[src/hw/image_pipe_consts.svh]
// Sizes, ones-phase beat counts and config word positions, included by the image pipe sources
`ifndef IMAGE_PIPE_CONSTS_SVH
`define IMAGE_PIPE_CONSTS_SVH

// **************************************************
// Datapath sizes
// **************************************************
`define UNITS         4   // Output words per lane
`define WORD_WIDTH    8
`define KERNEL_H_MAX  3   // Odd
`define UNITS_EDGES   (`UNITS + `KERNEL_H_MAX - 1)
`define BITS_KERNEL_H 2   // Holds kernel_h - 1

// Ones beats minus one, per kernel size
`define BEATS_CONFIG_3X3_1 3
`define BEATS_CONFIG_1X1_1 1
`define BITS_CONFIG_COUNT  2

// **************************************************
// Config beat layout, one field per word
// **************************************************
`define I_IS_NOT_MAX 0
`define I_IS_MAX     1
`define I_IS_LRELU   2
`define I_KERNEL_H_1 3

`define USER_WIDTH `I_KERNEL_H_1  // Flag fields sit below the kernel field
`define ONES_UNIT  (`KERNEL_H_MAX / 2)  // First unpadded unit

`endif

[src/hw/image_pipe_pkg.sv]
// Word, frame, config and state types shared by the image pipe modules
`default_nettype none

`include "image_pipe_consts.svh"

package image_pipe_pkg;

  // One image word
  typedef logic [`WORD_WIDTH-1:0] word_t;

  // Input beat with edge words, word 0 in the low bits
  typedef word_t [`UNITS_EDGES-1:0] in_frame_t;

  // Output beat, one word per unit
  typedef word_t [`UNITS-1:0] out_frame_t;

  typedef logic [`BITS_KERNEL_H-1:0] kernel_h_1_t;

  // Fields taken from the config beat
  typedef struct packed {
    logic        is_not_max;
    logic        is_max;
    logic        is_lrelu;
    kernel_h_1_t kernel_h_1;
  } pipe_cfg_t;

  typedef enum logic [1:0] {
    SET_S,   // Waiting for the config beat
    ONES_S,  // Activation config ones
    PASS_S   // Image beats
  } pipe_state_e;

endpackage

`default_nettype wire

[src/hw/image_beat_if.sv]
// Two-lane image beat with its flags, passed from the pipe to the shift buffer
`timescale 1ns/1ps
`default_nettype none

interface image_beat_if import image_pipe_pkg::*; ();

  logic        valid;
  logic        ready;       // From the shift counter
  in_frame_t   data_1;
  in_frame_t   data_2;
  logic        is_not_max;
  logic        is_max;
  logic        is_lrelu;
  kernel_h_1_t kernel_h_1;  // Shifts minus one for this beat

  modport src (
    output valid,
    output data_1,
    output data_2,
    output is_not_max,
    output is_max,
    output is_lrelu,
    output kernel_h_1,
    input  ready
  );

  modport dst (
    input  valid,
    input  data_1,
    input  data_2,
    input  is_not_max,
    input  is_max,
    input  is_lrelu,
    input  kernel_h_1,
    output ready
  );

endinterface

`default_nettype wire

[src/hw/pipe_ctrl_fsm.sv]
// Pipe state machine, steers the stream readies, the beat valid and the config/count enables
`timescale 1ns/1ps
`default_nettype none

module pipe_ctrl_fsm import image_pipe_pkg::*; (
  input  logic        aclk,
  input  logic        rst,
  input  logic        s1_valid,
  input  logic        s1_last,
  input  logic        s2_valid,
  input  logic        is_max,     // Captured mode
  input  logic        ones_last,
  image_beat_if.src   beat,
  output logic        s1_ready,
  output logic        s2_ready,
  output logic        cfg_en,
  output logic        cnt_en,
  output logic        cnt_clr,
  output pipe_state_e state
);

  pipe_state_e state_next;

  // **************************************************
  // Next state and handshake decode
  // **************************************************
  always_comb begin
    state_next = state;
    beat.valid = 1'b0;
    s1_ready   = 1'b0;
    s2_ready   = 1'b0;
    cfg_en     = 1'b0;
    cnt_en     = 1'b0;
    cnt_clr    = 1'b0;
    unique case (state)
      SET_S: begin
        s1_ready = beat.ready;               // Config beat is swallowed
        cfg_en   = s1_valid && beat.ready;
        cnt_clr  = 1'b1;
        if (s1_valid && beat.ready) state_next = ONES_S;
      end
      ONES_S: begin
        beat.valid = 1'b1;
        cnt_en     = beat.ready;
        if (ones_last && beat.ready) state_next = PASS_S;
      end
      default: begin
        // Max mode needs a beat from both streams at once
        if (is_max) begin
          beat.valid = s1_valid && s2_valid;
          s1_ready   = beat.ready && s2_valid;
          s2_ready   = beat.ready && s1_valid;
        end else begin
          beat.valid = s1_valid;
          s1_ready   = beat.ready;
        end
        if (s1_valid && s1_last && beat.ready && (!is_max || s2_valid)) state_next = SET_S;
      end
    endcase
  end

  always_ff @(posedge aclk) begin
    if (rst) state <= SET_S;
    else     state <= state_next;
  end

endmodule

`default_nettype wire

[src/hw/ones_beat_counter.sv]
// Counts accepted ones beats and flags the last one for the captured kernel size
`timescale 1ns/1ps
`default_nettype none

`include "image_pipe_consts.svh"

module ones_beat_counter import image_pipe_pkg::*; (
  input  logic        aclk,
  input  logic        rst,
  input  logic        cnt_en,      // Ones beat accepted
  input  logic        cnt_clr,
  input  kernel_h_1_t kernel_h_1,
  output logic        ones_last
);

  logic [`BITS_CONFIG_COUNT-1:0] count;
  logic [`BITS_CONFIG_COUNT-1:0] beats_total;

  // 1x1 kernels need fewer config beats
  assign beats_total = (kernel_h_1 == '0) ? `BITS_CONFIG_COUNT'(`BEATS_CONFIG_1X1_1)
                                           : `BITS_CONFIG_COUNT'(`BEATS_CONFIG_3X3_1);

  always_ff @(posedge aclk) begin
    if (rst || cnt_clr) count <= '0;
    else if (cnt_en)    count <= count + 1'b1;
  end

  assign ones_last = (count == beats_total);

endmodule

`default_nettype wire

[src/hw/config_capture.sv]
// Samples the config fields from the config beat and holds them for the whole image
`timescale 1ns/1ps
`default_nettype none

`include "image_pipe_consts.svh"

module config_capture import image_pipe_pkg::*; (
  input  logic      aclk,
  input  logic      rst,
  input  logic      cfg_en,   // Config beat accepted
  input  in_frame_t s1_data,
  output pipe_cfg_t cfg
);

  pipe_cfg_t cfg_in;

  // One field per word, low bits only
  always_comb begin
    cfg_in.is_not_max = s1_data[`I_IS_NOT_MAX][0];
    cfg_in.is_max     = s1_data[`I_IS_MAX][0];
    cfg_in.is_lrelu   = s1_data[`I_IS_LRELU][0];
    cfg_in.kernel_h_1 = s1_data[`I_KERNEL_H_1][`BITS_KERNEL_H-1:0];
  end

  always_ff @(posedge aclk) begin
    if (rst) begin
      cfg <= '0;
    end else if (cfg_en) begin
      cfg <= cfg_in;
    end
  end

endmodule

`default_nettype wire

[src/hw/lane_mux.sv]
// Builds the two output lanes from the ones pattern or the two input streams
`timescale 1ns/1ps
`default_nettype none

`include "image_pipe_consts.svh"

module lane_mux import image_pipe_pkg::*; (
  input  pipe_state_e state,
  input  logic        is_max,
  input  in_frame_t   s1_data,
  input  in_frame_t   s2_data,
  output in_frame_t   data_1,
  output in_frame_t   data_2
);

  in_frame_t ones_frame;

  // One in the first unpadded unit, zeros elsewhere to save toggling
  always_comb begin
    ones_frame             = '0;
    ones_frame[`ONES_UNIT] = word_t'(1);
  end

  // **************************************************
  // Lane select
  // **************************************************
  assign data_1 = (state == ONES_S) ? ones_frame : s1_data;

  always_comb begin
    if (state == ONES_S) data_2 = ones_frame;
    else if (is_max)     data_2 = s2_data;   // Pairs of images
    else                 data_2 = s1_data;   // Same image on both lanes
  end

endmodule

`default_nettype wire

[src/hw/shift_counter.sv]
// Counts the remaining shifts of the held beat and gates the shift buffer's input ready
`timescale 1ns/1ps
`default_nettype none

module shift_counter import image_pipe_pkg::*; (
  input  logic        aclk,
  input  logic        rst,
  image_beat_if.dst   beat,
  input  logic        m_ready,
  input  logic        m_valid,
  output kernel_h_1_t count,     // Shifts still to come
  output logic        advance
);

  // Output register can move
  assign advance = m_ready || !m_valid;

  // New beats only once the held one is fully shifted out
  assign beat.ready = (count == '0) && advance;

  always_ff @(posedge aclk) begin
    if (rst) begin
      count <= '0;
    end else if (advance) begin
      if (count != '0)     count <= count - 1'b1;
      else if (beat.valid) count <= beat.kernel_h_1;
    end
  end

endmodule

`default_nettype wire

[src/hw/shift_buffer.sv]
// De-centres the accepted two-lane beat, then shifts it down one word per output beat
`timescale 1ns/1ps
`default_nettype none

`include "image_pipe_consts.svh"

module shift_buffer import image_pipe_pkg::*; (
  input  logic                   aclk,
  input  logic                   rst,
  image_beat_if.dst              beat,
  input  kernel_h_1_t            count,
  input  logic                   advance,
  output logic                   m_valid,
  output out_frame_t             m_data_1,
  output out_frame_t             m_data_2,
  output logic [`USER_WIDTH-1:0] m_user
);

  in_frame_t              buf_1;
  in_frame_t              buf_2;
  logic [`USER_WIDTH-1:0] user_in;
  logic                   load;

  // **************************************************
  // Word helpers
  // **************************************************

  // Input is padded around the centre, shifting runs one way only,
  // so word u starts from u + KERNEL_H_MAX/2 - kernel_h_1/2
  function automatic in_frame_t decentre(input in_frame_t frame, input kernel_h_1_t kh_1);
    in_frame_t res;
    int        src;
    res = '0;
    for (int u = 0; u < `UNITS_EDGES; u++) begin
      src = u + `KERNEL_H_MAX / 2 - int'(kh_1 >> 1);
      if (src < `UNITS_EDGES) res[u] = frame[src];
    end
    return res;
  endfunction

  // Each word takes its upper neighbour
  function automatic in_frame_t shift_down(input in_frame_t frame);
    return in_frame_t'({word_t'(0), frame[`UNITS_EDGES-1:1]});
  endfunction

  assign load    = (count == '0);
  assign user_in = {beat.is_lrelu, beat.is_max, beat.is_not_max};

  // **************************************************
  // Buffers
  // **************************************************
  always_ff @(posedge aclk) begin
    if (advance) begin
      if (load) begin
        buf_1 <= decentre(beat.data_1, beat.kernel_h_1);
        buf_2 <= decentre(beat.data_2, beat.kernel_h_1);
      end else begin
        buf_1 <= shift_down(buf_1);
        buf_2 <= shift_down(buf_2);
      end
    end
  end

  // Valid and flags move with the data
  always_ff @(posedge aclk) begin
    if (rst) begin
      m_valid <= 1'b0;
      m_user  <= '0;
    end else if (advance) begin
      if (load) begin
        m_valid <= beat.valid;
        m_user  <= user_in;
      end else begin
        m_valid <= 1'b1;  // Shifted copies of the held beat
      end
    end
  end

  assign m_data_1 = buf_1[`UNITS-1:0];
  assign m_data_2 = buf_2[`UNITS-1:0];

endmodule

`default_nettype wire

[src/hw/image_pipe_top.sv]
// Image path front end, joins the stream pipe and the shift buffer behind plain stream ports
`timescale 1ns/1ps
`default_nettype none

`include "image_pipe_consts.svh"

module image_pipe_top import image_pipe_pkg::*; (
  input  logic                   aclk,
  input  logic                   rst,
  input  logic                   s1_valid,
  output logic                   s1_ready,
  input  logic                   s1_last,
  input  in_frame_t              s1_data,
  input  logic                   s2_valid,
  output logic                   s2_ready,
  input  in_frame_t              s2_data,
  output logic                   m_valid,
  input  logic                   m_ready,
  output out_frame_t             m_data_1,
  output out_frame_t             m_data_2,
  output logic [`USER_WIDTH-1:0] m_user
);

  logic        cfg_en;
  logic        cnt_en;
  logic        cnt_clr;
  logic        ones_last;
  pipe_cfg_t   cfg;
  pipe_state_e state;
  kernel_h_1_t count;
  logic        advance;

  image_beat_if beat ();

  // **************************************************
  // Pipe
  // **************************************************
  pipe_ctrl_fsm fsm_i (
    .aclk      (aclk),
    .rst       (rst),
    .s1_valid  (s1_valid),
    .s1_last   (s1_last),
    .s2_valid  (s2_valid),
    .is_max    (cfg.is_max),
    .ones_last (ones_last),
    .beat      (beat),
    .s1_ready  (s1_ready),
    .s2_ready  (s2_ready),
    .cfg_en    (cfg_en),
    .cnt_en    (cnt_en),
    .cnt_clr   (cnt_clr),
    .state     (state)
  );

  ones_beat_counter ones_i (
    .aclk       (aclk),
    .rst        (rst),
    .cnt_en     (cnt_en),
    .cnt_clr    (cnt_clr),
    .kernel_h_1 (cfg.kernel_h_1),
    .ones_last  (ones_last)
  );

  config_capture cfg_i (
    .aclk    (aclk),
    .rst     (rst),
    .cfg_en  (cfg_en),
    .s1_data (s1_data),
    .cfg     (cfg)
  );

  lane_mux mux_i (
    .state   (state),
    .is_max  (cfg.is_max),
    .s1_data (s1_data),
    .s2_data (s2_data),
    .data_1  (beat.data_1),
    .data_2  (beat.data_2)
  );

  assign beat.is_not_max = cfg.is_not_max;
  assign beat.is_max     = cfg.is_max;
  assign beat.is_lrelu   = cfg.is_lrelu;
  assign beat.kernel_h_1 = (state == ONES_S) ? '0 : cfg.kernel_h_1;  // Ones go out once each

  // **************************************************
  // Shift buffer
  // **************************************************
  shift_counter shift_cnt_i (
    .aclk    (aclk),
    .rst     (rst),
    .beat    (beat),
    .m_ready (m_ready),
    .m_valid (m_valid),
    .count   (count),
    .advance (advance)
  );

  shift_buffer shift_buf_i (
    .aclk     (aclk),
    .rst      (rst),
    .beat     (beat),
    .count    (count),
    .advance  (advance),
    .m_valid  (m_valid),
    .m_data_1 (m_data_1),
    .m_data_2 (m_data_2),
    .m_user   (m_user)
  );

endmodule

`default_nettype wire

[config.mk]
export PLATFORM = sky130hd
export DESIGN_NAME = image_pipe_top
export DESIGN_NICKNAME = d
export VERILOG_FILES = /design/src/hw/image_pipe_pkg.sv /design/src/hw/image_beat_if.sv /design/src/hw/pipe_ctrl_fsm.sv /design/src/hw/ones_beat_counter.sv /design/src/hw/config_capture.sv /design/src/hw/lane_mux.sv /design/src/hw/shift_counter.sv /design/src/hw/shift_buffer.sv /design/src/hw/image_pipe_top.sv
export VERILOG_INCLUDE_DIRS = /design/src /design/src/hw
export SDC_FILE = /design/constraint.sdc
export NUM_CORES = 1
export LEC_CHECK = 0
export ABC_CLOCK_PERIOD_IN_PS = 2600
export BUFFER_PORTS_ARGS = -buffer_cell sky130_fd_sc_hd__buf_2
export CAP_MARGIN = 20
export CORE_MARGIN = 5
export CORE_UTILIZATION = 30
export CTS_BUF_LIST = sky130_fd_sc_hd__clkbuf_8
export CTS_CLUSTER_DIAMETER = 120
export DETAILED_ROUTE_END_ITERATION = 7
export GPL_TIMING_DRIVEN = 0
export SLEW_MARGIN = 20
export SYNTH_ARGS = -nofsm -noshare
export SYNTH_HDL_FRONTEND = slang
export SYNTH_SLANG_ARGS = --single-unit
[constraint.sdc]
create_clock -name aclk -period 2.6 [get_ports aclk]
set_clock_uncertainty 0.2 [all_clocks]
set_input_delay 0.13 -clock aclk [delete_from_list [all_inputs] [get_ports aclk]]
set_output_delay 0.13 -clock aclk [all_outputs]
set_load 0.1 [all_outputs]
# Yosys cells after proc, flatten, opt, wreduce, memory -nomap -nowiden

Cells that the tools add are included.

Register bits after elaboration: 111
Latch bits: 0
RAM bits: 0
Bits in read-only memories: 0
Memories: 0

Add/sub/neg operators: 8
$mul: 0
Divide/modulo/power cells: 0
$lt $le $gt $ge: 12
Equal/unequal tests: 4
Shifts and indexed selects: 0
Muxes and demuxes: 69
Bitwise logic cells: 0
Reductions and logical operators: 24

Operators with widths:

| operator                                                              | count |
|---|---|
| 8-bit binary-select mux with 3-bit select                             | 12 |
| 8-bit 2-to-1 mux                                                      | 34 |
| 32-bit by 4-bit < comparator with 1-bit output, second input constant | 6 |
| 32-bit by 5-bit < comparator with 1-bit output, second input constant | 6 |
| 48-bit 2-to-1 mux                                                     | 3 |
| 40-bit 2-to-1 mux                                                     | 2 |
| 2-bit 2-to-1 mux                                                      | 7 |
| 3-bit by 1-bit subtractor with 4-bit output, first input constant     | 3 |
| 1-bit logical AND                                                     | 8 |
| 1-bit 2-to-1 mux                                                      | 8 |
| 2-bit logical NOT                                                     | 3 |
| 2-bit AND reduction                                                   | 3 |
| 2-bit by 1-bit subtractor with 3-bit output, first input constant     | 2 |
| 2-bit by 1-bit != test with 1-bit output, second input constant       | 2 |
| 1-bit one-hot mux with 2 select lines                                 | 2 |
| 2-bit one-hot mux with 2 select lines                                 | 1 |
| 2-bit nonzero test                                                    | 2 |
| 1-bit logical OR                                                      | 3 |
| 3-bit AND reduction                                                   | 1 |
| 3-bit nonzero test                                                    | 1 |
| 2-bit by 1-bit adder with 2-bit output, second input constant         | 1 |
| 2-bit by 1-bit == test with 1-bit output, second input constant       | 1 |
| 2-bit == test                                                         | 1 |
| 1-bit logical NOT                                                     | 2 |
| 3 further kinds                                                       | 3 |

# Depth between registers and ports, before layout

Word-level depth: 8
Depth in mapped cells: 7

# Least setup slack after synthesis

OpenSTA, ideal clock, no wires.

Path type: flip-flop to output port
Start: reg shift_buf_i.m_valid
End: out s1_ready
Arrival time: 3.677 ns
Data required time: 2.270 ns
Slack: -1.407 ns
Stages on the path, launching flop included: 5
Cells stage by stage: dfxtp_1 nor2b_2 inv_2 nand2_1 nor2_1

Word-level cells in the longest chain between the ends: 6

RTL lines:

| what                                      | RTL line             | RTL |
|---|---|---|
| from (decl)                               | shift_buffer.sv:13   | `output logic m_valid,` |
| from (signal assigned)                    | shift_buffer.sv:71   | `m_valid <= beat.valid;` |
| 1-bit logical NOT (*)                     | shift_counter.sv:16  | `assign advance = m_ready \|\| !m_valid;` |
| 1-bit logical OR (*)                      | shift_counter.sv:16  |  |
| via advance                               | image_pipe_top.sv:31 | `logic advance;` |
| 1-bit logical AND (*)                     | shift_counter.sv:19  | `assign beat.ready = (count == '0) && advance;` |
| 1-bit logical AND                         | pipe_ctrl_fsm.sv:51  | `s1_ready = beat.ready && s2_valid;` |
| 1-bit 2-to-1 mux                          | pipe_ctrl_fsm.sv:49  | `if (is_max) begin` |
| 1-bit one-hot mux with 2 select lines (*) | pipe_ctrl_fsm.sv:35  | `unique case (state)` |
| to (decl)                                 | image_pipe_top.sv:11 | `output logic s1_ready,` |

The timed path passes the listed nets; every way through them passes the cells marked *.

# Worst setup path after layout

Start: reg cfg_i.cfg[3] (netlist name)
End: out s2_ready

Word-level cells in the longest chain between the ends: 2

RTL lines:

| what             | RTL line             | RTL |
|---|---|---|
| 1-bit 2-to-1 mux | pipe_ctrl_fsm.sv:49  |  |
| 1-bit 2-to-1 mux | pipe_ctrl_fsm.sv:35  |  |
| to (decl)        | image_pipe_top.sv:15 | `output logic s2_ready,` |

Every way passes these cells.

==> results_dict.tcl <==
set metrics [dict create \
    status "finished, final reports clean" \
    synth_most_common_cell "edfxtp_1" \
    clock.fmax_mhz 414.0 \
    clk_pin_slew_worst_paths_ns 0.11 \
    p_total_mw 6.269 \
    routed_wirelength_um 22750 \
    tightest_slew_ns 0.6413 \
    drv_cap 0 \
    place_area_um2 7727 \
    num_rows 53 \
    avgSynthCellArea_um2 10.58 \
    drc 0 \
    crit_slowest_cell "clkbuf_4" \
    fill_cells 2140 \
    layout.nets 965 \
    h-tree-depth 3 \
    grt_pass1_wl_um 33190 \
    grt_pass1_vias 5632 \
    die_w_um 157.3 \
    finalCritPeriodShare 0.9290 \
    postCtsSetupRepairBufs 0 \
    antenna_found_initial 0 \
    syn_inst 615 \
    pwr_density_cell_nw_per_um2 727.2 \
    ff2ff_path_depth 6 \
    drive_above_1_share 0.3606 \
    hold_path_depth 4 \
    fp.dieH_um 157.3 \
    numPortBuffers 171 \
    finalHoldViolations 0 \
    start_util 0.3067 \
    syn_nets 717 \
    track_usage 0.1791 \
    cp.arrival_ns 2.09 \
    grt_max_degree 103 \
    final_util 0.4063 \
    ys_types 42 \
    dpl.hpwl_um 16910 \
    yosysTopAreaCell "edfxtp_1" \
    drv_slew 0 \
    crit_type "reg2out" \
    cts.sinks 111 \
    cp-start-kind "flop" \
    fp.dieArea_um2 24740 \
    hold_class "in2reg" \
    diodes 0 \
    yosys.area.top_type_share 0.4430 \
    overflow 0 \
    period_needed_ns 2.415 \
    cts_max_path_buffers 2 \
    setup_viol 0 \
    ys_async_sr_fraction 0 \
    synthToLayoutAreaGrowth_pct 32.47 \
    root_buffer "clkbuf_8" \
    synthTopCellsByArea "edfxtp_1, mux2i_1, buf_4, nand2_1, dfxtp_1" \
    viasPerCell 4.940 \
    synth_seq_area_share 0.4891 \
    post_drt_wl_per_cell_um 19.90 \
    finalInstanceArea_um2 8621 \
    rsz0062_at_grt "false" \
    whs_ns 0.01759 \
    gp_congestion 0.8557 \
    synth_edf_count 96 \
    vias 5646 \
    ir_worst_vdd_v 0.0003235 \
    drtAntennaViolNets 0 \
    ys_ff_latch 111 \
    numCtsBuffers 9 \
    yosys_warnings 0 \
    fin_setup_tns_ns 0 \
    synth_area_um2 6507 \
    slew_headroom 0.5709 \
    synthTopCellsByCount "edfxtp_1, mux2i_1, nand2_1" \
    cp_max_fo 10 \
    slowest_delay_ns 0.36 \
    dr.pass1.iters 5 \
    end_kind "primary output" \
    ys.flop_type "edfxtp_1" \
    leakagePower_nw 3.617 \
    worst_skew_pair.late_latency_ns 0.40 \
    drtIter0Drc 501 \
    critPathRequiredTime_ns 2.27 \
    crit_chain "buf_6, buf_2, clkbuf_4, nand2_1, nor2_4, buf_4" \
    core-area_um2 21220 \
    tritoncts "built" \
    io_pins 172 \
]
## state kept, by name, indices dropped and copies added (netlist names)
signal,count
fsm_i.state,2
shift_buf_i.buf_2,16
shift_buf_i.m_data_2,32
ones_i.count,2
shift_buf_i.m_data_1,32
shift_buf_i.m_valid,1
shift_buf_i.m_user,3
cfg_i.cfg,5
shift_cnt_i.count,2
shift_buf_i.buf_1,16
## final timing paths
path,slack [ns],to,start
worst min-delay path,0.02,shift_buf_i.buf_2[37],s2_data[37]
worst max-delay path,0.18,s2_ready,cfg_i.cfg[3]
worst max register to register,0.18,shift_buf_i.buf_2[44],cfg_i.cfg[3]
worst min register to register,0.26,shift_buf_i.m_user[2],cfg_i.cfg[2]
## final cells by class
type	instances	area, um2	area share
buffer	105	730.7	0.08476
clock buffer	9	123.9	0.01437
clock inverter	7	77.57	0.008999
inverter	5	45.04	0.005225
multi-input combinational	394	2595	0.3010
sequential	111	3183	0.3692
tap	275	344.1	0.03991
timing repair buffer	237	1521	0.1765
## metrics by stage
stage	cells	setup slack, ns
CTS	1143	-0.003018
global placement	1061	0.1027
finish	1143	0.1846
global route	1143	0.05249
floorplan	615	-0.01590
detailed placement	1061	0.09785
## kinds of logic after synthesis
group                     share of synthesized area
DFF                                          0.4891
buffers and inverters                        0.1148
and+or+nand+nor                              0.1231
muxes                                        0.1605
AOI/OAI and AO/OA                            0.1111
xor gates and xnor gates                   0.001346
## cell usage in the layout (no fill, tap or decap), types with 6 or more instances in the layout
cell           netlist  layout
a21oi_1             18      18
o21ai_0             58      58
edfxtp_1            96      96
nor2_1              54      52
dfxtp_1             15      15
a221oi_1             7       7
nand2_1             84      83
buf_2               21     189
buf_4               70      71
a32o_1              14      14
mux2_2              11      11
clkbuf_8             0       9
a22oi_1              8       8
mux2i_1             86      86
dlygate4sd3_1        0      66
clkbuf_1             7       7
nand2b_1            15      15
buf_6                6       6
and3_1               8       8
## routing by layer
| metal | GRT usage | share of wire | vias up |
|---|---|---|---|
| li1 | - | - | 2648 |
| met1 | 0.2391 | 0.43 | 2698 |
| met2 | 0.2966 | 0.47 | 273 |
| met3 | 0.04234 | 0.085 | 27 |
| met4 | 0.04056 | 0.016 | 0 |
| met5 | 0 | 0 | - |
## worst max-delay path, delay by kind of cell, from the launching register on
family                 cells  cell delay (ns)
buffers and inverters      4             1.09
DFF                        1             0.34
and+or+nand+nor            2             0.26
## where the power goes
group | switching [mW] | internal, mW
Clock | 0.670 | 0.461
Combinational | 2.00 | 0.740
Sequential | 0.135 | 2.26
## timing repair
action / 4_1_cts / 5_1_grt
endpoints found under the hold margin: 60 / 0
hold buffers: 66 / 0
endpoints found under the setup margin: 2 / 3
gates resized for setup: 4 / 4
(Power assumes the default switching activity.)
